--- config.mk ---
export PLATFORM = sky130hd
export DESIGN_NAME = bus_decoder
export DESIGN_NICKNAME = d
export VERILOG_FILES = /design/src/rtl/soc_pkg.sv /design/src/rtl/bus_decoder.sv
export SDC_FILE = /design/constraint.sdc
export NUM_CORES = 1
export LEC_CHECK = 0
export CAP_MARGIN = 40
export CORE_MARGIN = 2
export CORE_UTILIZATION = 25
export CTS_CLUSTER_SIZE = 16
export DETAILED_ROUTE_END_ITERATION = 10
export DONT_BUFFER_PORTS = 1
export HOLD_SLACK_MARGIN = 0.02
export PLACE_DENSITY = 0.42
export SYNTH_ARGS = -nofsm -noshare
export SYNTH_HDL_FRONTEND = slang
export SYNTH_SLANG_ARGS = --single-unit
--- constraint.sdc ---
create_clock -name clock_slow -period 1.6 [get_ports clock_slow]
set_input_delay 0.32 -clock clock_slow [delete_from_list [all_inputs] [get_ports clock_slow]]
set_output_delay 0.32 -clock clock_slow [all_outputs]
set_load 0.03 [all_outputs]
--- src/rtl/soc_pkg.sv ---
package soc_pkg;

    // bus widths
    localparam int xlen = 64;
    localparam int ram_words = 512;
    localparam int ram_addr_bits = $clog2(ram_words);

    // address map
    localparam logic [xlen-1:0] ram_base = 64'h0000_0000_8000_0000;
    localparam logic [xlen-1:0] ram_bytes = 64'(ram_words * 4);
    localparam logic [xlen-1:0] key_addr = 64'h0000_0000_1000_0100;
    localparam logic [xlen-1:0] mtimecmp_addr = 64'h0000_0000_0200_4000;
    localparam logic [xlen-1:0] mtimecmp_reset = 64'h0000_0000_8000_0000;

    // interrupt controller map, contexts 0 and 1
    localparam logic [xlen-1:0] plic_base = 64'h0000_0000_0c00_0000;
    localparam logic [xlen-1:0] plic_span = 64'h0000_0000_0040_0000;
    localparam logic [xlen-1:0] plic_pending_addr = plic_base + 64'h1000;
    localparam logic [xlen-1:0] plic_enable_addr = plic_base + 64'h2000;
    localparam logic [xlen-1:0] plic_enable_stride = 64'h80;
    localparam logic [xlen-1:0] plic_threshold_addr = plic_base + 64'h20_0000;
    localparam logic [xlen-1:0] plic_claim_addr = plic_threshold_addr + 64'h4;
    localparam logic [xlen-1:0] plic_ctx_stride = 64'h1000;
    localparam int plic_sources = 6;
    localparam int plic_prio_bits = 3;
    localparam int plic_id_bits = $clog2(plic_sources);
    localparam int plic_ext_src = 1;

    // load/store size code, stores use 0..3
    typedef enum logic [2:0] {
        ls_lb  = 3'd0,
        ls_lh  = 3'd1,
        ls_lw  = 3'd2,
        ls_ld  = 3'd3,
        ls_lbu = 3'd4,
        ls_lhu = 3'd5,
        ls_lwu = 3'd6
    } ls_type_e;

    typedef struct packed {
        logic [xlen-1:0] addr;
        logic [xlen-1:0] wdata;
        ls_type_e        size;
        logic            rd;
        logic            wr;
    } bus_req_t;

    typedef enum logic [2:0] {
        region_none     = 3'd0,
        region_ram      = 3'd1,
        region_key      = 3'd2,
        region_mtimecmp = 3'd3,
        region_plic     = 3'd4
    } region_e;

    // request as held for the duration of one access
    typedef struct packed {
        logic [xlen-1:0] addr;
        logic [xlen-1:0] wdata;
        ls_type_e        size;
        region_e         region;
        logic            write;
        logic            active;
    } bus_sel_t;

    typedef struct packed {
        logic            done;
        logic [xlen-1:0] data;
    } beat_t;

endpackage

--- src/rtl/bus_decoder.sv ---
`timescale 1ns/1ps

module bus_decoder (
    input  logic              clock_slow,
    input  logic              KEY0,
    input  soc_pkg::bus_req_t bus_req,
    input  logic              done_pulse,
    output soc_pkg::bus_sel_t sel
);

    logic             strobe;
    soc_pkg::region_e region_next;

    assign strobe = bus_req.rd | bus_req.wr;

    // region lookup from the address map
    always_comb begin
        region_next = soc_pkg::region_none;
        if (bus_req.addr >= soc_pkg::ram_base &&
            bus_req.addr < soc_pkg::ram_base + soc_pkg::ram_bytes) begin
            region_next = soc_pkg::region_ram;
        end else if (bus_req.addr == soc_pkg::key_addr) begin
            region_next = soc_pkg::region_key;
        end else if (bus_req.addr == soc_pkg::mtimecmp_addr) begin
            region_next = soc_pkg::region_mtimecmp;
        end else if (bus_req.addr >= soc_pkg::plic_base &&
                     bus_req.addr < soc_pkg::plic_base + soc_pkg::plic_span) begin
            region_next = soc_pkg::region_plic;
        end
    end

    // hold the request until the responder reports completion
    always_ff @(posedge clock_slow or negedge KEY0) begin
        if (!KEY0) begin
            sel <= '0;
        end else if (strobe) begin
            sel.addr   <= bus_req.addr;
            sel.wdata  <= bus_req.wdata;
            sel.size   <= bus_req.size;
            sel.region <= region_next;
            sel.write  <= bus_req.wr;
            sel.active <= 1'b1;
        end else if (done_pulse) begin
            sel.active <= 1'b0;
        end
    end

    // one strobe kind at a time, and none while an access is still open
    ast_strobe_legal: assert property (
        @(posedge clock_slow) disable iff (!KEY0)
        !(bus_req.rd && bus_req.wr) && !(strobe && sel.active)
    ) else $error("bus_decoder: overlapping or double strobe");

endmodule

==> results.json <==
{
  "synth_top_area_frac": 0.649,
  "hpwl_um": 9130,
  "hold_path.class": "primary input to async pin",
  "mostFrequentLayoutCell": "dfrtp_1",
  "start_util": 0.256,
  "start_kind": "flop",
  "yosysTopAreaCell": "dfrtp_1",
  "report.final.slew_viol_count": 0,
  "hold_buffers": 2,
  "io-pin-count": 272,
  "drt_iter0_drc": 95,
  "avgSynthCellArea_um2": 16.5,
  "ys_ff_latch": 136,
  "arrival_ps": 1000,
  "grt_pass1_wl_um": 18500,
  "drive_gt1_frac": 0.501,
  "largest_reg_flops": 136,
  "io_buffer_count": 0,
  "stdcell_count": 613,
  "violations": "hold timing",
  "reg_top3": "sel x136",
  "firstDrtPassIters": 3,
  "synthTopCellsByArea": "dfrtp_1 65%, mux2_2 28%, nor4_1 1.4%",
  "rows": 52,
  "final_cell_mix": "136 x dfrtp_1, 131 x mux2_2, 17 x clkbuf_16",
  "core_region_area_mm2": 0.0204,
  "whs_ps": -401,
  "grt_max_degree": 137,
  "drc": 0,
  "cts.root.buffer_cell": "clkbuf_16",
  "vdd_ir_drop_max_uv": 608,
  "top_register": "sel",
  "syn_nets": 454,
  "end_kind": "output pin",
  "syn_area_mm2": 0.00524,
  "cts_buffers": 17,
  "synth_cell_types": 19,
  "tightest_slew_ps": 431,
  "worstSkewPairLatency_ps": 410,
  "finalHoldViolations": 136,
  "rsz0062_at_grt": "no",
  "placed_cells": 579,
  "vias": 2756,
  "place_congestion": 0.714,
  "power_density_mw_per_mm2": 1470,
  "die_w_um": 149,
  "cts_tree": "yes",
  "period_minus_slack_ps": 1320,
  "fmax_mhz": 760,
  "yosysWarnings": 0,
  "layout.nets": 466,
  "r2r.worst_path.cells": 1,
  "antenna_found_initial": 0,
  "p_leak_nw": 2.49,
  "wire_per_inst_um": 20.6,
  "status": "finished with violations",
  "syn_inst": 318,
  "first_global_vias": 3026,
  "period_share": 0.823,
  "die_area_mm2": 0.0221,
  "yosysSeqAreaShare": 0.649,
  "max-slew-margin-rel": 0.713,
  "area_growth_pct": 18.4,
  "setup-violations-final": 0,
  "rr_endpoint": "sel[133]$_DFFE_PN0P_",
  "antenna_cells": 0,
  "clockBufferDepth": 2,
  "fin_tns_setup_ps": 0,
  "cts_resized": 0,
  "clk_pin_slew_ps": 60,
  "chipHeight_um": 149,
  "grtUsageTotal": 0.113,
  "reg2reg_slack_ps": 650,
  "skew_ps": 0,
  "grt_overflow": 0,
  "vias_per_cell": 4.50,
  "crit_required_ps": 1280,
  "clock_sinks": 136,
  "worstSetupPathType": "flop to output pin",
  "antenna_left": 0,
  "drv_cap": 0,
  "routed_wl_um": 12700,
  "path_max_fanout": 2,
  "cts-htree-levels": 4,
  "post-cts-setup-buffers": 0,
  "rr_startpoint": "sel[133]$_DFFE_PN0P_"
}
## routing by layer
metal	GRT usage	part of all wire
met1	0.124	0.37
met2	0.182	0.50
met3	0.0639	0.13
met4	0.0457	0.0077
met5	0	0
## power by group
part | internal [W] | switching (W) | leakage [nW] | total [W]
clock network | 0.00270 | 0.00150 | 0.308 | 0.00420
logic | 0.000282 | 0.000141 | 0.593 | 0.000424
registers | 0.00372 | 0.000790 | 1.59 | 0.00451
total | 0.00670 | 0.00243 | 2.49 | 0.00913
## cells in the mapped netlist
library cell / count
nand4b_1: 2
a22o_1: 2
nand4_1: 1
or4bb_1: 2
buf_4: 6
nor3_1: 1
nand3b_1: 1
inv_1: 2
o21ai_0: 2
nor4_1: 12
mux2_2: 131
nand3_1: 2
nor4_2: 5
nand2_1: 1
a21oi_1: 1
buf_2: 8
a21o_1: 2
nor2_4: 1
dfrtp_1: 136
## cell families after synthesis
| group | Yosys count | synth area share |
|---|---|---|
| simple gates | 28 | 0.0423 |
| flops | 136 | 0.649 |
| buf+inv | 16 | 0.0177 |
| compound gates | 7 | 0.00907 |
| mux | 131 | 0.282 |
## per-stage QoR
step	hold WS [ps]	total power [W]	util	worst slack [ps]	cell area, um^2
finish	-401	0.00913	0.304	283	6200
global placement	28.5	0.00499	0.272	59.2	5560
CTS	-423	0.00931	0.304	227	6200
detailed placement	27.5	0.00501	0.272	25.5	5560
floorplan	24.4	0.00487	-	335	5240
global route	-431	0.00950	0.304	200	6200
## cell type report
cell class,instances,area [um^2]
Tap cell,270,338
Multi-Input combinational cell,166,1740
Clock inverter,11,169
Fill cell,2049,14200
Clock buffer,21,460
Sequential cell,136,3400
Timing Repair Buffer,7,82.6
Inverter,2,7.51
## worst max-delay path by stage
stage,from,to,slack [ps],cells after the start
detailed placement,bus_req[116],sel[2]$_DFFE_PN0P_,30,4
floorplan,bus_req[0],sel[14]$_DFFE_PN0P_,340,4
finish,sel[4]$_DFFE_PN0P_,sel[4],280,0
global route,sel[4]$_DFFE_PN0P_,sel[4],200,0
CTS,sel[4]$_DFFE_PN0P_,sel[4],230,0
global placement,bus_req[116],sel[2]$_DFFE_PN0P_,60,4
No activity file was read; power rests on OpenSTA's default activity.
