**config.mk**
```make
export PLATFORM = sky130hd
export DESIGN_NAME = bus_responder
export DESIGN_NICKNAME = d
export VERILOG_FILES = /design/src/rtl/soc_pkg.sv /design/src/rtl/bus_responder.sv
export SDC_FILE = /design/constraint.sdc
export NUM_CORES = 1
export LEC_CHECK = 0
export BUFFER_PORTS_ARGS = -buffer_cell sky130_fd_sc_hd__buf_2
export CAP_MARGIN = 20
export CORE_AREA = 2 2 133 135
export CTS_CLUSTER_SIZE = 25
export DETAILED_ROUTE_END_ITERATION = 6
export DIE_AREA = 0 0 135 137
export GPL_ROUTABILITY_DRIVEN = 0
export PLACE_DENSITY = 0.77
export SYNTH_ARGS = -nofsm -noshare
export SYNTH_HDL_FRONTEND = slang
export SYNTH_SLANG_ARGS = --single-unit
```
**constraint.sdc**
```tcl
create_clock -name clock_slow -period 2.2 [get_ports clock_slow]
set_input_delay 0.33 -clock clock_slow [delete_from_list [all_inputs] [get_ports clock_slow]]
set_output_delay 0.33 -clock clock_slow [all_outputs]
set_load 0.1 [all_outputs]
```
**src/rtl/soc_pkg.sv**
```systemverilog
package soc_pkg;

    // bus widths
    localparam int xlen = 64;
    localparam int ram_words = 512;
    localparam int ram_addr_bits = $clog2(ram_words);

    // address map
    localparam logic [xlen-1:0] ram_base = 64'h0000_0000_8000_0000;
    localparam logic [xlen-1:0] ram_bytes = 64'(ram_words * 4);
    localparam logic [xlen-1:0] key_addr = 64'h0000_0000_1000_0100;
    localparam logic [xlen-1:0] mtimecmp_addr = 64'h0000_0000_0200_4000;
    localparam logic [xlen-1:0] mtimecmp_reset = 64'h0000_0000_8000_0000;

    // interrupt controller map, contexts 0 and 1
    localparam logic [xlen-1:0] plic_base = 64'h0000_0000_0c00_0000;
    localparam logic [xlen-1:0] plic_span = 64'h0000_0000_0040_0000;
    localparam logic [xlen-1:0] plic_pending_addr = plic_base + 64'h1000;
    localparam logic [xlen-1:0] plic_enable_addr = plic_base + 64'h2000;
    localparam logic [xlen-1:0] plic_enable_stride = 64'h80;
    localparam logic [xlen-1:0] plic_threshold_addr = plic_base + 64'h20_0000;
    localparam logic [xlen-1:0] plic_claim_addr = plic_threshold_addr + 64'h4;
    localparam logic [xlen-1:0] plic_ctx_stride = 64'h1000;
    localparam int plic_sources = 6;
    localparam int plic_prio_bits = 3;
    localparam int plic_id_bits = $clog2(plic_sources);
    localparam int plic_ext_src = 1;

    // load/store size code, stores use 0..3
    typedef enum logic [2:0] {
        ls_lb  = 3'd0,
        ls_lh  = 3'd1,
        ls_lw  = 3'd2,
        ls_ld  = 3'd3,
        ls_lbu = 3'd4,
        ls_lhu = 3'd5,
        ls_lwu = 3'd6
    } ls_type_e;

    typedef struct packed {
        logic [xlen-1:0] addr;
        logic [xlen-1:0] wdata;
        ls_type_e        size;
        logic            rd;
        logic            wr;
    } bus_req_t;

    typedef enum logic [2:0] {
        region_none     = 3'd0,
        region_ram      = 3'd1,
        region_key      = 3'd2,
        region_mtimecmp = 3'd3,
        region_plic     = 3'd4
    } region_e;

    // request as held for the duration of one access
    typedef struct packed {
        logic [xlen-1:0] addr;
        logic [xlen-1:0] wdata;
        ls_type_e        size;
        region_e         region;
        logic            write;
        logic            active;
    } bus_sel_t;

    typedef struct packed {
        logic            done;
        logic [xlen-1:0] data;
    } beat_t;

endpackage

```
**src/rtl/bus_responder.sv**
```systemverilog
`timescale 1ns/1ps

module bus_responder (
    input  logic                     clock_slow,
    input  logic                     KEY0,
    input  soc_pkg::bus_sel_t        sel,
    input  soc_pkg::beat_t           ram_beat,
    input  soc_pkg::beat_t           plic_beat,
    input  logic [7:0]               key_ascii,
    output logic                     done_pulse,
    output logic [soc_pkg::xlen-1:0] read_data,
    output logic                     read_done,
    output logic                     write_done
);

    logic                     own_hit;
    logic [soc_pkg::xlen-1:0] own_data;
    logic [soc_pkg::xlen-1:0] rd_mux;
    logic [soc_pkg::xlen-1:0] mtimecmp;

    // key, mtimecmp and unmapped finish in one beat here
    assign own_hit = sel.active &&
        (sel.region inside {soc_pkg::region_none, soc_pkg::region_key,
                            soc_pkg::region_mtimecmp});

    assign done_pulse = own_hit | ram_beat.done | plic_beat.done;

    // done levels low while an access of that kind is open
    assign read_done = !(sel.active && !sel.write);
    assign write_done = !(sel.active && sel.write);

    always_comb begin
        case (sel.region)
            soc_pkg::region_key:      own_data = {56'd0, key_ascii};
            soc_pkg::region_mtimecmp: own_data = mtimecmp;
            default:                  own_data = '0;
        endcase
    end

    // one target at a time, so the beats OR together
    assign rd_mux = ram_beat.data | plic_beat.data | (own_hit ? own_data : '0);

    always_ff @(posedge clock_slow or negedge KEY0) begin
        if (!KEY0) begin
            read_data <= '0;
            mtimecmp <= soc_pkg::mtimecmp_reset;
        end else if (done_pulse) begin
            if (!sel.write) begin
                // read data moves only on the completion edge
                read_data <= rd_mux;
            end else if (sel.region == soc_pkg::region_mtimecmp) begin
                mtimecmp <= sel.wdata;
            end
        end
    end

endmodule

```
==> results by group <==
Status
  • Status: complete, no violations

Min path
  • Worst min path class: in2async

Clocking
  • Number of setup buffers added after CTS: 0
  • CTS sink cnt: 128
  • Cts bufs inserted: 17
  • Root buf cell: clkbuf_16
  • Clk buf depth: 2
  • Clock Latency Late Sink: 0.40 ns
  • Worst-path clk slew: 0.06 ns
  • TritonCTS clock tree: done
  • H-tree depth: 4
  • Post-CTS Hold Buffers: 0
  • # resized after CTS: 0

Critical path
  • CP Class: in2out
  • Startpoint types: input port
  • Critical Path RT: 1.87 ns
  • CP Data Arrival Time: 1.26 ns
  • Most used cell, CP: buf_2
  • Top fanout value on the critical path: 4
  • Slowest CP cell: a211o_4
  • CP bufs+invs: 2
  • Worst r2r path cells: 2
  • Critical path depth: 4
  • CP Capture Type: primary output
  • Slowest stage delay, CP: 0.35 ns
  • Worst-path cell chain: buf_2 > nand2b_4 > a211o_4 > buf_2
  • CP top delay family: buffers and inverters

Global routing
  • Gr ovfl total: 0
  • Overall routing resource usage: 15.3%
  • Vias in the first global route: 4456
  • Global-route wire length before repair: 21.9 mm
  • Pin count of the biggest net entering global routing: 129
  • Initial antenna violation count: 0

Place
  • Dpl hpwl: 9.91 mm
  • Place WS: 0.321 ns
  • Placed cell count: 854
  • I/O Buffers: 275

Cells and area
  • Non-Filler Instances: 886
  • Final core utilization: 46.9%
  • Fillers: 1537
  • Diode count: 0
  • Syn-to-layout area delta: 36.8%
  • Nets@finish: 924
  • Share of layout cells above drive strength 1: 67.9%

STA
  • Peak Freq: 629 MHz
  • Worst setup margin: 0.610 ns
  • Tcrit/Tclk final: 72.3%
  • Setup violators final: 0
  • Setup TNS: 0 ns
  • Slew Limit Fails: 0
  • Final Skew: 0.00841 ns
  • Final number of hold-violating endpoints: 0
  • Slew HR: 54.7%
  • Fin crit period: 1.59 ns
  • Unrepaired setup endpoints after global routing: no
  • Worst-margin pin slew: 0.680 ns

Flow run
  • Max Cap Viol: 0

Power
  • Peak supply drop: 0.563 mV
  • Pwr Density: 1010 mW/mm²
  • Leak: 3.90 nW

Synthesis
  • Ys async rst share: 100%
  • Cell variety after synth: 21
  • Synth warnings: 0
  • Cell taking the most area after synthesis: dfrtp_1
  • Post-synth EDFFs: 0
  • Seq/Total Area, Yosys: 54.7%
  • Top_reg_cell synth: dfrtp_1
  • Syn nets: 642
  • Cell count after synthesis: 366
  • Syn avg cell area: 16.0 µm²
  • Synth top cells by count: dfrtp_1 (127), mux2_2 (68), mux2_4 (60)
  • Synth top area share: 54.3%
  • Synthesized flop and latch total: 128
  • Top post-synthesis cells by area: dfrtp_1 (54%), mux2_4 (15%), mux2_2 (13%), a211o_1 (8.4%), buf_12 (2.4%)
  • Syn Std Cell Area: 0.00585 mm²
  • Most frequent cell after synthesis: dfrtp_1

Floorplan
  • Die Height: 137 µm
  • Initial core utilization: 34.3%
  • Area of the core: 0.0171 mm²
  • Row count: 48
  • Die width: 135 µm
  • Io pins: 343
  • Die ar.: 0.0185 mm²

Drt
  • Routed Antenna Nets: 0
  • Drt drc: 0
  • Routed wire length: 14.0 mm
  • Vias: 4148
  • DRT Pass-1 Iters: 4
  • Vias per inst: 4.68
  • Routed len/inst: 15.8 µm
  • DR iter-0 viols: 117
[routing by layer]
metal | track usage [%] | vias up | wire (µm)
met4 | 5.73 | 0 | 306
li1 | - | 1936 | -
met3 | 4.74 | 26 | 925
met2 | 25.2 | 172 | 6970
met1 | 18.9 | 2014 | 5840
met5 | 0 | - | 0
[metrics by stage]
step	hold slack [ns]	total power [W]	cell area, µm²
detailed placement	0.489	0.00523	7390
CTS	0.0593	0.00818	8010
global route	0.0842	0.00844	8010
floorplan	0.0344	0.00471	5850
finish	0.0435	0.00806	8010
global placement	0.485	0.00518	7390
[power breakdown]
part	switching [W]	total (W)	internal, W	leakage (nW)
registers	0.000223	0.00301	0.00279	1.43
logic	0.00146	0.00217	0.000714	2.18
clock network	0.00103	0.00288	0.00185	0.285
total	0.00271	0.00806	0.00535	3.90
[placed cells by master, fill, tap and decap left out, drive strengths merged, types with 5 or more instances in the layout]
master / netlist / layout
a211o: 57 / 57
buf: 19 / 283
clkbuf: 1 / 20
clkinvlp: 0 / 5
dfrtp: 127 / 127
mux2: 128 / 128
mux2i: 8 / 8
nor2: 8 / 8
o21ai: 8 / 8
[state kept, by name (all words and copies together) (netlist names)]
| register | count |
|---|---|
| mtimecmp | 64 |
| read_data | 64 |
[cell type report]
type | count | area (µm²) | share of cell area [%]
Sequential cell | 128 | 3200 | 40.0
Timing Repair Buffer | 283 | 1490 | 18.6
Clock inverter | 12 | 159 | 1.98
Tap cell | 225 | 282 | 3.52
Multi-Input combinational cell | 218 | 2410 | 30.2
Clock buffer | 20 | 457 | 5.70
[worst paths after layout]
kind	startpoint	endpoint	slack (ns)
min in group clock_slow	sel[65]	mtimecmp[57]	0.15
hold reg to reg	read_data[52]	read_data[52]	0.50
hold / removal	KEY0	mtimecmp[14]	0.04
setup / recovery	sel[3]	done_pulse	0.61
setup reg to reg	mtimecmp[55]	read_data[55]	1.17
max in group asynchronous	KEY0	read_data[10]	1.66
[cell families after synthesis]
group | after synthesis | share of synthesized area (%)
flip-flops | 128 | 54.7
multiplexers | 136 | 29.8
AO/OA/AOI/OAI | 65 | 9.36
AND/OR/NAND/NOR | 17 | 1.88
buffers and inverters | 20 | 4.17
(Power assumes the default switching activity.)
