## src/rtl/soc_pkg.sv

```systemverilog
package soc_pkg;

    // bus widths
    localparam int xlen = 64;
    localparam int ram_words = 512;
    localparam int ram_addr_bits = $clog2(ram_words);

    // address map
    localparam logic [xlen-1:0] ram_base = 64'h0000_0000_8000_0000;
    localparam logic [xlen-1:0] ram_bytes = 64'(ram_words * 4);
    localparam logic [xlen-1:0] key_addr = 64'h0000_0000_1000_0100;
    localparam logic [xlen-1:0] mtimecmp_addr = 64'h0000_0000_0200_4000;
    localparam logic [xlen-1:0] mtimecmp_reset = 64'h0000_0000_8000_0000;

    // interrupt controller map, contexts 0 and 1
    localparam logic [xlen-1:0] plic_base = 64'h0000_0000_0c00_0000;
    localparam logic [xlen-1:0] plic_span = 64'h0000_0000_0040_0000;
    localparam logic [xlen-1:0] plic_pending_addr = plic_base + 64'h1000;
    localparam logic [xlen-1:0] plic_enable_addr = plic_base + 64'h2000;
    localparam logic [xlen-1:0] plic_enable_stride = 64'h80;
    localparam logic [xlen-1:0] plic_threshold_addr = plic_base + 64'h20_0000;
    localparam logic [xlen-1:0] plic_claim_addr = plic_threshold_addr + 64'h4;
    localparam logic [xlen-1:0] plic_ctx_stride = 64'h1000;
    localparam int plic_sources = 6;
    localparam int plic_prio_bits = 3;
    localparam int plic_id_bits = $clog2(plic_sources);
    localparam int plic_ext_src = 1;

    // load/store size code, stores use 0..3
    typedef enum logic [2:0] {
        ls_lb  = 3'd0,
        ls_lh  = 3'd1,
        ls_lw  = 3'd2,
        ls_ld  = 3'd3,
        ls_lbu = 3'd4,
        ls_lhu = 3'd5,
        ls_lwu = 3'd6
    } ls_type_e;

    typedef struct packed {
        logic [xlen-1:0] addr;
        logic [xlen-1:0] wdata;
        ls_type_e        size;
        logic            rd;
        logic            wr;
    } bus_req_t;

    typedef enum logic [2:0] {
        region_none     = 3'd0,
        region_ram      = 3'd1,
        region_key      = 3'd2,
        region_mtimecmp = 3'd3,
        region_plic     = 3'd4
    } region_e;

    // request as held for the duration of one access
    typedef struct packed {
        logic [xlen-1:0] addr;
        logic [xlen-1:0] wdata;
        ls_type_e        size;
        region_e         region;
        logic            write;
        logic            active;
    } bus_sel_t;

    typedef struct packed {
        logic            done;
        logic [xlen-1:0] data;
    } beat_t;

endpackage

```

## src/rtl/plic_regs.sv

```systemverilog
`timescale 1ns/1ps

module plic_regs (
    input  logic              clock_slow,
    input  logic              KEY0,
    input  soc_pkg::bus_sel_t sel,
    input  logic              ext_irq,
    output soc_pkg::beat_t    beat,
    output logic              meip,
    output logic              msip
);

    logic [soc_pkg::plic_prio_bits-1:0] prio [soc_pkg::plic_sources];
    logic [soc_pkg::plic_sources-1:0]   pending;
    logic [31:0]                        enable [2];
    logic [soc_pkg::plic_prio_bits-1:0] threshold [2];
    logic [soc_pkg::plic_id_bits-1:0]   claim_id [2];
    logic                               irq_d;
    logic                               is_plic;
    logic [soc_pkg::xlen-1:0]           offset;
    logic                               prio_hit;
    logic                               pend_hit;
    logic [1:0]                         en_hit;
    logic [1:0]                         thr_hit;
    logic [1:0]                         claim_hit;
    logic [soc_pkg::xlen-1:0]           rd_data;

    assign is_plic = sel.active && sel.region == soc_pkg::region_plic;
    assign offset = sel.addr - soc_pkg::plic_base;
    // priority words, 4 bytes per id
    assign prio_hit = offset < 64'(4 * soc_pkg::plic_sources);
    assign pend_hit = sel.addr == soc_pkg::plic_pending_addr;

    always_comb begin
        for (int c = 0; c < 2; c++) begin
            en_hit[c] = sel.addr ==
                soc_pkg::plic_enable_addr + 64'(c) * soc_pkg::plic_enable_stride;
            thr_hit[c] = sel.addr ==
                soc_pkg::plic_threshold_addr + 64'(c) * soc_pkg::plic_ctx_stride;
            claim_hit[c] = sel.addr ==
                soc_pkg::plic_claim_addr + 64'(c) * soc_pkg::plic_ctx_stride;
            // only the external source can be claimed
            claim_id[c] = (pending[soc_pkg::plic_ext_src] && enable[c][soc_pkg::plic_ext_src]) ?
                soc_pkg::plic_id_bits'(soc_pkg::plic_ext_src) : '0;
        end
    end

    assign meip = claim_id[0] != '0;
    assign msip = claim_id[1] != '0;

    // register read mux, unlisted offsets read zero
    always_comb begin
        rd_data = '0;
        if (prio_hit) rd_data = 64'(prio[offset[2 +: soc_pkg::plic_id_bits]]);
        if (pend_hit) rd_data = 64'(pending);
        for (int c = 0; c < 2; c++) begin
            if (en_hit[c]) rd_data = 64'(enable[c]);
            if (thr_hit[c]) rd_data = 64'(threshold[c]);
            if (claim_hit[c]) rd_data = 64'(claim_id[c]);
        end
    end

    assign beat.done = is_plic;
    assign beat.data = (is_plic && !sel.write) ? rd_data : '0;

    always_ff @(posedge clock_slow or negedge KEY0) begin
        if (!KEY0) begin
            irq_d <= 1'b0;
            pending <= '0;
            for (int i = 0; i < soc_pkg::plic_sources; i++) begin
                prio[i] <= '0;
            end
            for (int c = 0; c < 2; c++) begin
                enable[c] <= '0;
                threshold[c] <= '0;
            end
        end else begin
            // rising edge of the external line
            irq_d <= ext_irq;
            if (ext_irq && !irq_d) pending[soc_pkg::plic_ext_src] <= 1'b1;
            if (is_plic && sel.write) begin
                if (prio_hit) begin
                    prio[offset[2 +: soc_pkg::plic_id_bits]] <=
                        sel.wdata[soc_pkg::plic_prio_bits-1:0];
                end
                for (int c = 0; c < 2; c++) begin
                    if (en_hit[c]) enable[c] <= sel.wdata[31:0];
                    if (thr_hit[c]) threshold[c] <= sel.wdata[soc_pkg::plic_prio_bits-1:0];
                end
            end else if (is_plic) begin
                // claim read retires the pending bit
                for (int c = 0; c < 2; c++) begin
                    if (claim_hit[c] && claim_id[c] != '0) pending[claim_id[c]] <= 1'b0;
                end
            end
        end
    end

    // a nonzero claim names a real source whose pending bit then retires
    ast_claim_range: assert property (
        @(posedge clock_slow) disable iff (!KEY0)
        (is_plic && !sel.write && |claim_hit && beat.data != '0) |=>
            $past(beat.data) < 64'(soc_pkg::plic_sources) &&
            !pending[$past(beat.data[soc_pkg::plic_id_bits-1:0])]
    ) else $error("plic_regs: claimed id out of range or still pending");

endmodule

```

## config.mk

```make
export PLATFORM = sky130hd
export DESIGN_NAME = plic_regs
export DESIGN_NICKNAME = d
export VERILOG_FILES = /design/src/rtl/soc_pkg.sv /design/src/rtl/plic_regs.sv
export SDC_FILE = /design/constraint.sdc
export NUM_CORES = 1
export LEC_CHECK = 0
export BUFFER_PORTS_ARGS = -buffer_cell sky130_fd_sc_hd__buf_4
export CORE_MARGIN = 2
export CORE_UTILIZATION = 40
export DETAILED_ROUTE_END_ITERATION = 8
export PLACE_DENSITY = 0.66
export SYNTH_ARGS = -nofsm -noshare
export SYNTH_HDL_FRONTEND = slang
export SYNTH_SLANG_ARGS = --single-unit
```

## constraint.sdc

```tcl
create_clock -name clock_slow -period 5.02 [get_ports clock_slow]
set_clock_uncertainty 0.05 [all_clocks]
set_input_delay 0.753 -clock clock_slow [delete_from_list [all_inputs] [get_ports clock_slow]]
set_output_delay 0.753 -clock clock_slow [all_outputs]
set_load 0.01 [all_outputs]
```

==> metrics.txt, run 1 <==
# TYPE chip_impl_metric gauge
chip_impl_info{name="result_of_the_run",value="completed"} 1
chip_impl_metric{name="post_synth_edffs",unit=""} 0
chip_impl_info{name="critical_path_class",value="input port to primary output"} 1
chip_impl_metric{name="first_global_vias",unit=""} 4405
chip_impl_info{name="class_of_the_most_critical_hold_timing_path",value="input port to asynchronous set/reset pin"} 1
chip_impl_info{name="cp_cell_sequence",value="buf_4 > nor4_2 > nand4_1 > or2_1 > or4_4 > a2111oi_0 > a21oi_1 > a2111oi_0 > buf_4 > buf_4"} 1
chip_impl_info{name="main_combinational_cell_family_by_area_after_synthesis",value="multiplexers"} 1
chip_impl_metric{name="setup_violations",unit=""} 0
chip_impl_metric{name="die_height",unit="um"} 117.8
chip_impl_metric{name="max-slew-margin-rel",unit="%"} 32.41
chip_impl_metric{name="detailedRoute.firstIterationViolations",unit=""} 285
chip_impl_metric{name="firstDrtPassIters",unit=""} 4
chip_impl_metric{name="postSynthRegisterBits",unit=""} 91
chip_impl_metric{name="final.min_clock_period",unit="ns"} 4.649
chip_impl_metric{name="synth_compound_gate_area_share",unit="%"} 10.50
chip_impl_metric{name="critical_path.n_buffers_inverters",unit=""} 3
chip_impl_metric{name="cts_post_setup_buffers_inserted",unit=""} 0
chip_impl_metric{name="report.final.hold_viol_count",unit=""} 0
chip_impl_metric{name="worst_pin_slew",unit="ns"} 1.011
chip_impl_metric{name="post-place-cells",unit=""} 778
chip_impl_metric{name="post_synthesis_simple_gate_area_fraction",unit="%"} 16.73
chip_impl_metric{name="power.leakage",unit="uW"} 0.003080
chip_impl_metric{name="maximum_single_stage_delay_on_the_critical_path",unit="ns"} 0.62
chip_impl_metric{name="htree_depth",unit=""} 3
chip_impl_metric{name="cellPowerDensity",unit="nW/um^2"} 238.4
chip_impl_metric{name="cts_buffer_depth",unit=""} 2
chip_impl_metric{name="max_freq",unit="MHz"} 215.1
chip_impl_info{name="cts.root.buffer_cell",value="clkbuf_16"} 1
chip_impl_metric{name="count_of_different_cell_masters_after_synthesis",unit=""} 55
chip_impl_metric{name="period_share",unit="%"} 92.61
chip_impl_metric{name="seq_area_frac_synth",unit="%"} 43.93
chip_impl_metric{name="fillers",unit=""} 1153
chip_impl_metric{name="post_synth_inst_count",unit=""} 483
chip_impl_metric{name="post_synth_mux_area_share",unit="%"} 21.41
chip_impl_metric{name="grt_antenna_before_repair",unit=""} 0
chip_impl_metric{name="core_area",unit="um^2"} 12620
chip_impl_info{name="critPathMostFrequentCell",value="buf_4"} 1
chip_impl_metric{name="routabilityCongestion",unit=""} 0.8656
chip_impl_metric{name="sequential_cell_area",unit="um^2"} 2277
chip_impl_metric{name="clock_sinks",unit=""} 91
chip_impl_metric{name="worstPathRequired",unit="ns"} 4.22
chip_impl_metric{name="wire_length_of_the_first_global_routing_pass",unit="um"} 22830
chip_impl_metric{name="layoutNonFillerInstCount",unit=""} 794
chip_impl_info{name="slowest_cell_on_the_critical_path",value="a2111oi_0"} 1
chip_impl_metric{name="multiInputGateArea",unit="um^2"} 2663
chip_impl_metric{name="timing.max_cap.violations",unit=""} 0
chip_impl_metric{name="drc_errors",unit=""} 0
chip_impl_metric{name="synth-adder-area-share",unit="%"} 0
chip_impl_metric{name="grt.overflow.total",unit=""} 0
chip_impl_metric{name="starting_density_of_the_core",unit="%"} 41.08
chip_impl_metric{name="tritoncts.num_buffers",unit=""} 9
chip_impl_metric{name="post_synth_xor_area_fraction",unit="%"} 0.1690
chip_impl_metric{name="floorplan.die_area",unit="um^2"} 13890
chip_impl_metric{name="antennaDiodeCount",unit=""} 0
chip_impl_metric{name="number_of_buffers_added_to_fix_hold_violations_after_cts",unit=""} 0
chip_impl_metric{name="num_io_pins",unit=""} 206
chip_impl_metric{name="layout-area-overhead-vs-synth",unit="%"} 27.64
chip_impl_metric{name="port_buffers",unit=""} 138
chip_impl_metric{name="final_net_count",unit=""} 756
chip_impl_metric{name="cp.arrival",unit="ns"} 3.85
chip_impl_metric{name="rows",unit=""} 41
chip_impl_metric{name="maxSlewViolCount",unit=""} 0
chip_impl_metric{name="detailed_placement_wirelength_estimate",unit="um"} 10180
chip_impl_metric{name="die_w",unit="um"} 117.8
chip_impl_metric{name="ant_nets",unit=""} 0
chip_impl_metric{name="p_total",unit="uW"} 1577
chip_impl_metric{name="worst_setup_hold_path_clk_slew",unit="ns"} 0.06
chip_impl_metric{name="grt_max_degree",unit=""} 56
chip_impl_metric{name="route.final.wire_length",unit="um"} 13780
chip_impl_info{name="unrepaired_setup_endpoints_after_global_routing",value="no"} 1
chip_impl_metric{name="cts.repair.resized",unit=""} 0
chip_impl_metric{name="yosysWarnings",unit=""} 0
chip_impl_metric{name="vdd_ir_drop_max",unit="mV"} 0.1692
chip_impl_metric{name="worstSkewPairLatency",unit="ns"} 0.33
chip_impl_info{name="cpLargestDelayFamily",value="simple AND/OR/NAND/NOR gates"} 1
chip_impl_info{name="ys_dominant_reg_cell",value="dfrtp_1"} 1
chip_impl_metric{name="totalNegativeSetupSlack",unit="ns"} 0
chip_impl_metric{name="grt_use_total",unit="%"} 20.35
chip_impl_metric{name="post_route_cells_drive_above_1_share",unit="%"} 39.87
chip_impl_metric{name="synth_async_sr_flop_share",unit="%"} 100.0
chip_impl_info{name="worst_setup_path_start_kind",value="input port"} 1
chip_impl_metric{name="postSynthAreaPerCell",unit="um^2"} 10.73
chip_impl_metric{name="routed_via_density",unit=""} 5.384
chip_impl_metric{name="wl_per_cell",unit="um"} 17.36
chip_impl_info{name="cts_tree",value="yes"} 1
chip_impl_metric{name="critPathMaxFanout",unit=""} 3
chip_impl_metric{name="syn-cell-area",unit="um^2"} 5184
chip_impl_metric{name="vias",unit=""} 4275
chip_impl_info{name="critPathCaptureType",value="primary output"} 1
-- area by class of cell --
cell class / count / area share (%)
tap: 172 / 3.253
clock inverter: 5 / 0.9077
timing repair buffer: 149 / 16.91
inverter: 8 / 0.4539
multi-input combinational: 358 / 40.24
clock buffer: 11 / 3.820
sequential: 91 / 34.42
-- path summary, 6_finish.rpt --
path	cells past startpoint	to	start	slack [ns]
max in group asynchronous	2	enable[38]	KEY0	3.52
min	1	enable[9]	KEY0	0.31
max reg2reg	4	pending[1]	enable[1]	3.64
min reg2reg	0	register	register	0.34
max	10	beat[1]	sel[127]	0.37
min in group clock_slow	0	register	register	0.34
-- synthesized netlist by cell type, drive strengths merged, types with 6 or more instances --
cell type | n | share of area [%]
a21oi | 8 | 0.77
a22oi | 29 | 4.2
buf | 40 | 5.4
clkbuf | 17 | 1.2
dfrtp | 91 | 44
inv | 8 | 0.58
mux2 | 89 | 19
nand2 | 13 | 0.94
nand3 | 11 | 1.1
nand4 | 11 | 1.3
nor2 | 49 | 3.5
nor3 | 13 | 1.3
nor4 | 20 | 2.8
o21ai | 6 | 0.58
-- registers in the layout (all words and copies together) (netlist names), named ones only --
name / flops
enable: 64
irq_d: 1
threshold: 6
pending: 1
prio: 18
-- report_power, final --
| part | internal (uW) | leakage, uW | switching, uW |
|---|---|---|---|
| Sequential | 733 | 0.00126 | 0.0951 |
| Combinational | 66.1 | 0.00167 | 79.5 |
| Clock | 415 | 0.000152 | 283 |
| Total | 1210 | 0.00308 | 363 |
-- logic make-up after synthesis --
| kind of cell | Yosys count |
|---|---|
| AND/OR/NAND/NOR | 157 |
| multiplexers | 96 |
| flip-flops | 91 |
| AO/OA/AOI/OAI | 72 |
| buffers and inverters | 65 |
| XOR/XNOR | 1 |
| other | 1 |
-- worst reg2reg max path: stages (launching register included) --
cell and delay, ns:
dfrtp_1 0.41, and2_1 0.22, mux2_2 0.27, and2_1 0.17, a31oi_1 0.18
-- metal layers --
| layer | up-vias | track usage (%) | part of all wire [%] |
|---|---|---|---|
| li1 | 2010 | - | - |
| met1 | 2081 | 25.25 | 42 |
| met2 | 173 | 34.67 | 49 |
| met3 | 11 | 5.572 | 7.6 |
| met4 | 0 | 5.949 | 1.3 |
| met5 | - | 0 | 0 |
-- metrics by stage --
step	instance area [um^2]	worst slack, ns	util [%]	hold slack (ns)
4_1_cts	6616	0.3717	52.43	0.3291
5_1_grt	6616	0.1848	52.43	0.3425
6_report	6616	0.3711	52.43	0.3131
3_5_place_dp	6304	0.3883	49.95	0.3259
2_1_floorplan	5300	1.002	-	0.3793
3_3_place_gp	6304	0.4146	49.95	0.3194
-- layout by cell type (no fill, tap or decap), types with 2 or more instances in the layout --
master / n
nor4_1: 18
clkbuf_16: 9
a31oi_1: 4
mux4_2: 3
dfrtp_1: 91
nand4_1: 11
o41ai_1: 3
nor2_1: 48
or4_1: 3
and4b_1: 2
a2111oi_0: 4
nor4b_1: 2
buf_4: 149
nor3b_1: 2
a221o_1: 3
and4_1: 4
mux2_1: 18
or3_1: 3
o31ai_1: 3
nor2b_1: 3
nand3_1: 11
nand2_1: 13
a21oi_1: 8
nand3b_1: 2
inv_1: 8
nor3_1: 12
a22oi_1: 29
and2_1: 5
nand2b_1: 5
o22ai_1: 2
mux2_2: 71
mux2i_1: 4
conb_1: 32
clkbuf_8: 2
and3_1: 4
o21ai_0: 6
Note: power is estimated with default switching activity, not from simulation.
==> run 2, diff against run 1 <==
- CELL_PAD_IN_SITES_DETAIL_PLACEMENT: not set -> 0
- CELL_PAD_IN_SITES_GLOBAL_PLACEMENT: not set -> 1
- PLACE_DENSITY: 0.66 -> 0.85
==> run 2 against run 1 <==
  * Combinational power barely moved
  * Sequential power barely moved
  * Critical path depth fell by 1
  * Worst hold slack got worse by 0.0022 ns
  * Final area fell by 0.43%
  * Total power fell by 1.4%
  * Register-to-register slack got worse by 0.05 ns
  * Largest power group unchanged
==> metrics.txt, run 2 (synthesis results as in run 1) <==
# TYPE chip_impl_metric gauge
chip_impl_metric{name="ant_nets",unit=""} 0
chip_impl_metric{name="maxSlewViolCount",unit=""} 0
chip_impl_metric{name="tritoncts.num_buffers",unit=""} 9
chip_impl_metric{name="grt.overflow.total",unit=""} 0
chip_impl_metric{name="routed_via_density",unit=""} 5.507
chip_impl_metric{name="die_height",unit="um"} 117.8
chip_impl_metric{name="setup_ws",unit="ns"} 0.2277
chip_impl_info{name="largest-register",value="enable"} 1
chip_impl_metric{name="grt_use_total",unit="%"} 20.70
chip_impl_metric{name="floorplan.die_area",unit="um^2"} 13890
chip_impl_metric{name="grt_antenna_before_repair",unit=""} 0
chip_impl_metric{name="rows",unit=""} 41
chip_impl_metric{name="layout-area-overhead-vs-synth",unit="%"} 27.08
chip_impl_metric{name="vias",unit=""} 4367
chip_impl_metric{name="max-slew-margin-rel",unit="%"} 45.91
chip_impl_metric{name="grt_max_degree",unit=""} 56
chip_impl_metric{name="final.min_clock_period",unit="ns"} 4.792
chip_impl_metric{name="period_share",unit="%"} 95.46
chip_impl_metric{name="firstDrtPassIters",unit=""} 4
chip_impl_metric{name="clock_sinks",unit=""} 91
chip_impl_info{name="cts.root.buffer_cell",value="clkbuf_16"} 1
chip_impl_metric{name="worstPathRequired",unit="ns"} 4.22
chip_impl_metric{name="final_net_count",unit=""} 755
chip_impl_metric{name="detailedRoute.firstIterationViolations",unit=""} 340
chip_impl_metric{name="worst_pin_slew",unit="ns"} 0.8040
chip_impl_metric{name="largest_register_ff_count",unit=""} 64
chip_impl_metric{name="fillers",unit=""} 1151
chip_impl_info{name="critPathCaptureType",value="primary output"} 1
chip_impl_metric{name="vdd_ir_drop_max",unit="mV"} 0.1754
chip_impl_metric{name="worstSkewPairLatency",unit="ns"} 0.34
chip_impl_info{name="layout.cells.most_common",value="buf_4"} 1
chip_impl_metric{name="wire_length_of_the_first_global_routing_pass",unit="um"} 23320
chip_impl_metric{name="wl_per_cell",unit="um"} 18.00
chip_impl_metric{name="cts.repair.resized",unit=""} 0
chip_impl_info{name="largest_registers",value="enable (64), prio (18), threshold (6)"} 1
chip_impl_metric{name="htree_depth",unit=""} 3
chip_impl_info{name="class_of_the_most_critical_hold_timing_path",value="input port to asynchronous set/reset pin"} 1
chip_impl_metric{name="routabilityCongestion",unit=""} 0.8624
chip_impl_metric{name="route.final.wire_length",unit="um"} 14280
chip_impl_info{name="critical_path_class",value="input port to primary output"} 1
chip_impl_metric{name="first_global_vias",unit=""} 4580
chip_impl_metric{name="totalNegativeSetupSlack",unit="ns"} 0
chip_impl_metric{name="worst_hold_slack",unit="ns"} 0.3110
chip_impl_metric{name="die_w",unit="um"} 117.8
chip_impl_metric{name="antennaDiodeCount",unit=""} 0
chip_impl_metric{name="sequential_cell_area",unit="um^2"} 2277
chip_impl_info{name="layout.cells.most_common_list",value="buf_4 (148), dfrtp_1 (91), mux2_2 (71)"} 1
chip_impl_metric{name="cts_post_setup_buffers_inserted",unit=""} 0
chip_impl_metric{name="cts_buffer_depth",unit=""} 2
chip_impl_metric{name="core_area",unit="um^2"} 12620
chip_impl_metric{name="starting_density_of_the_core",unit="%"} 41.08
chip_impl_metric{name="setup_violations",unit=""} 0
chip_impl_metric{name="post_route_cells_drive_above_1_share",unit="%"} 39.45
chip_impl_metric{name="multiInputGateArea",unit="um^2"} 2658
chip_impl_metric{name="worst_setup_hold_path_clk_slew",unit="ns"} 0.06
chip_impl_metric{name="critPathMaxFanout",unit=""} 3
chip_impl_metric{name="detailed_placement_wirelength_estimate",unit="um"} 10290
chip_impl_metric{name="port_buffers",unit=""} 138
chip_impl_metric{name="number_of_buffers_added_to_fix_hold_violations_after_cts",unit=""} 0
chip_impl_metric{name="drc_errors",unit=""} 0
chip_impl_metric{name="cellPowerDensity",unit="nW/um^2"} 236.2
chip_impl_info{name="cts_tree",value="yes"} 1
chip_impl_metric{name="cp.arrival",unit="ns"} 3.99
chip_impl_info{name="result_of_the_run",value="completed"} 1
chip_impl_metric{name="timing.max_cap.violations",unit=""} 0
chip_impl_info{name="worst_setup_path_start_kind",value="input port"} 1
chip_impl_metric{name="max_freq",unit="MHz"} 208.7
chip_impl_metric{name="dpl_worst_slack",unit="ns"} 0.3941
chip_impl_metric{name="power.leakage",unit="uW"} 0.003061
chip_impl_info{name="unrepaired_setup_endpoints_after_global_routing",value="no"} 1
chip_impl_metric{name="report.final.hold_viol_count",unit=""} 0
chip_impl_metric{name="num_io_pins",unit=""} 206
==> run 2: final timing paths <==
path	startpoint	end	slack (ns)	depth (start not counted)
worst max-delay path	sel[127]	beat[1]	0.23	9
worst max register to register	enable[1]	pending[1]	3.59	4
min in group clock_slow	register	register	0.33	0
max in group asynchronous	KEY0	enable[38]	3.53	2
worst min-delay path	KEY0	enable[37]	0.31	1
worst min register to register	register	register	0.33	0
==> run 2: cell type report <==
class | instances | area share, %
multi-input combinational | 358 | 40.34
sequential | 91 | 34.57
timing repair buffer | 148 | 16.87
clock buffer | 12 | 3.742
tap | 172 | 3.267
clock inverter | 4 | 0.7597
inverter | 8 | 0.4558
==> run 2: per-stage QoR <==
step / total power, uW / instance area, um^2 / cells / util (%)
2_1_floorplan: 808.1 / 5300 / 514 / -
5_1_grt: 1610 / 6588 / 793 / 52.20
3_5_place_dp: 892.6 / 6291 / 777 / 49.85
4_1_cts: 1570 / 6588 / 793 / 52.20
6_report: 1556 / 6588 / 793 / 52.20
3_3_place_gp: 889.3 / 6291 / 777 / 49.85
==> run 2: where the power goes <==
part	internal, uW	switching (uW)
clock network	399	278
registers	734	0.151
logic	66.1	79.1
==> run 2: worst max-delay path, cell delays in order <==
cell,delay [ns]
buf_4,0.11
nor4_2,0.38
nand4_1,0.21
or2_1,0.30
or4_4,0.55
a2111oi_0,0.72
a21oi_1,0.17
a2111oi_0,0.56
buf_4,0.23
==> run 2: metal layers <==
metal	vias up	global-route usage [%]	share of wire, %
li1	2013	-	-
met1	2155	24.41	40
met2	185	36.01	51
met3	14	5.669	8.1
met4	0	7.605	1.3
met5	-	0	0
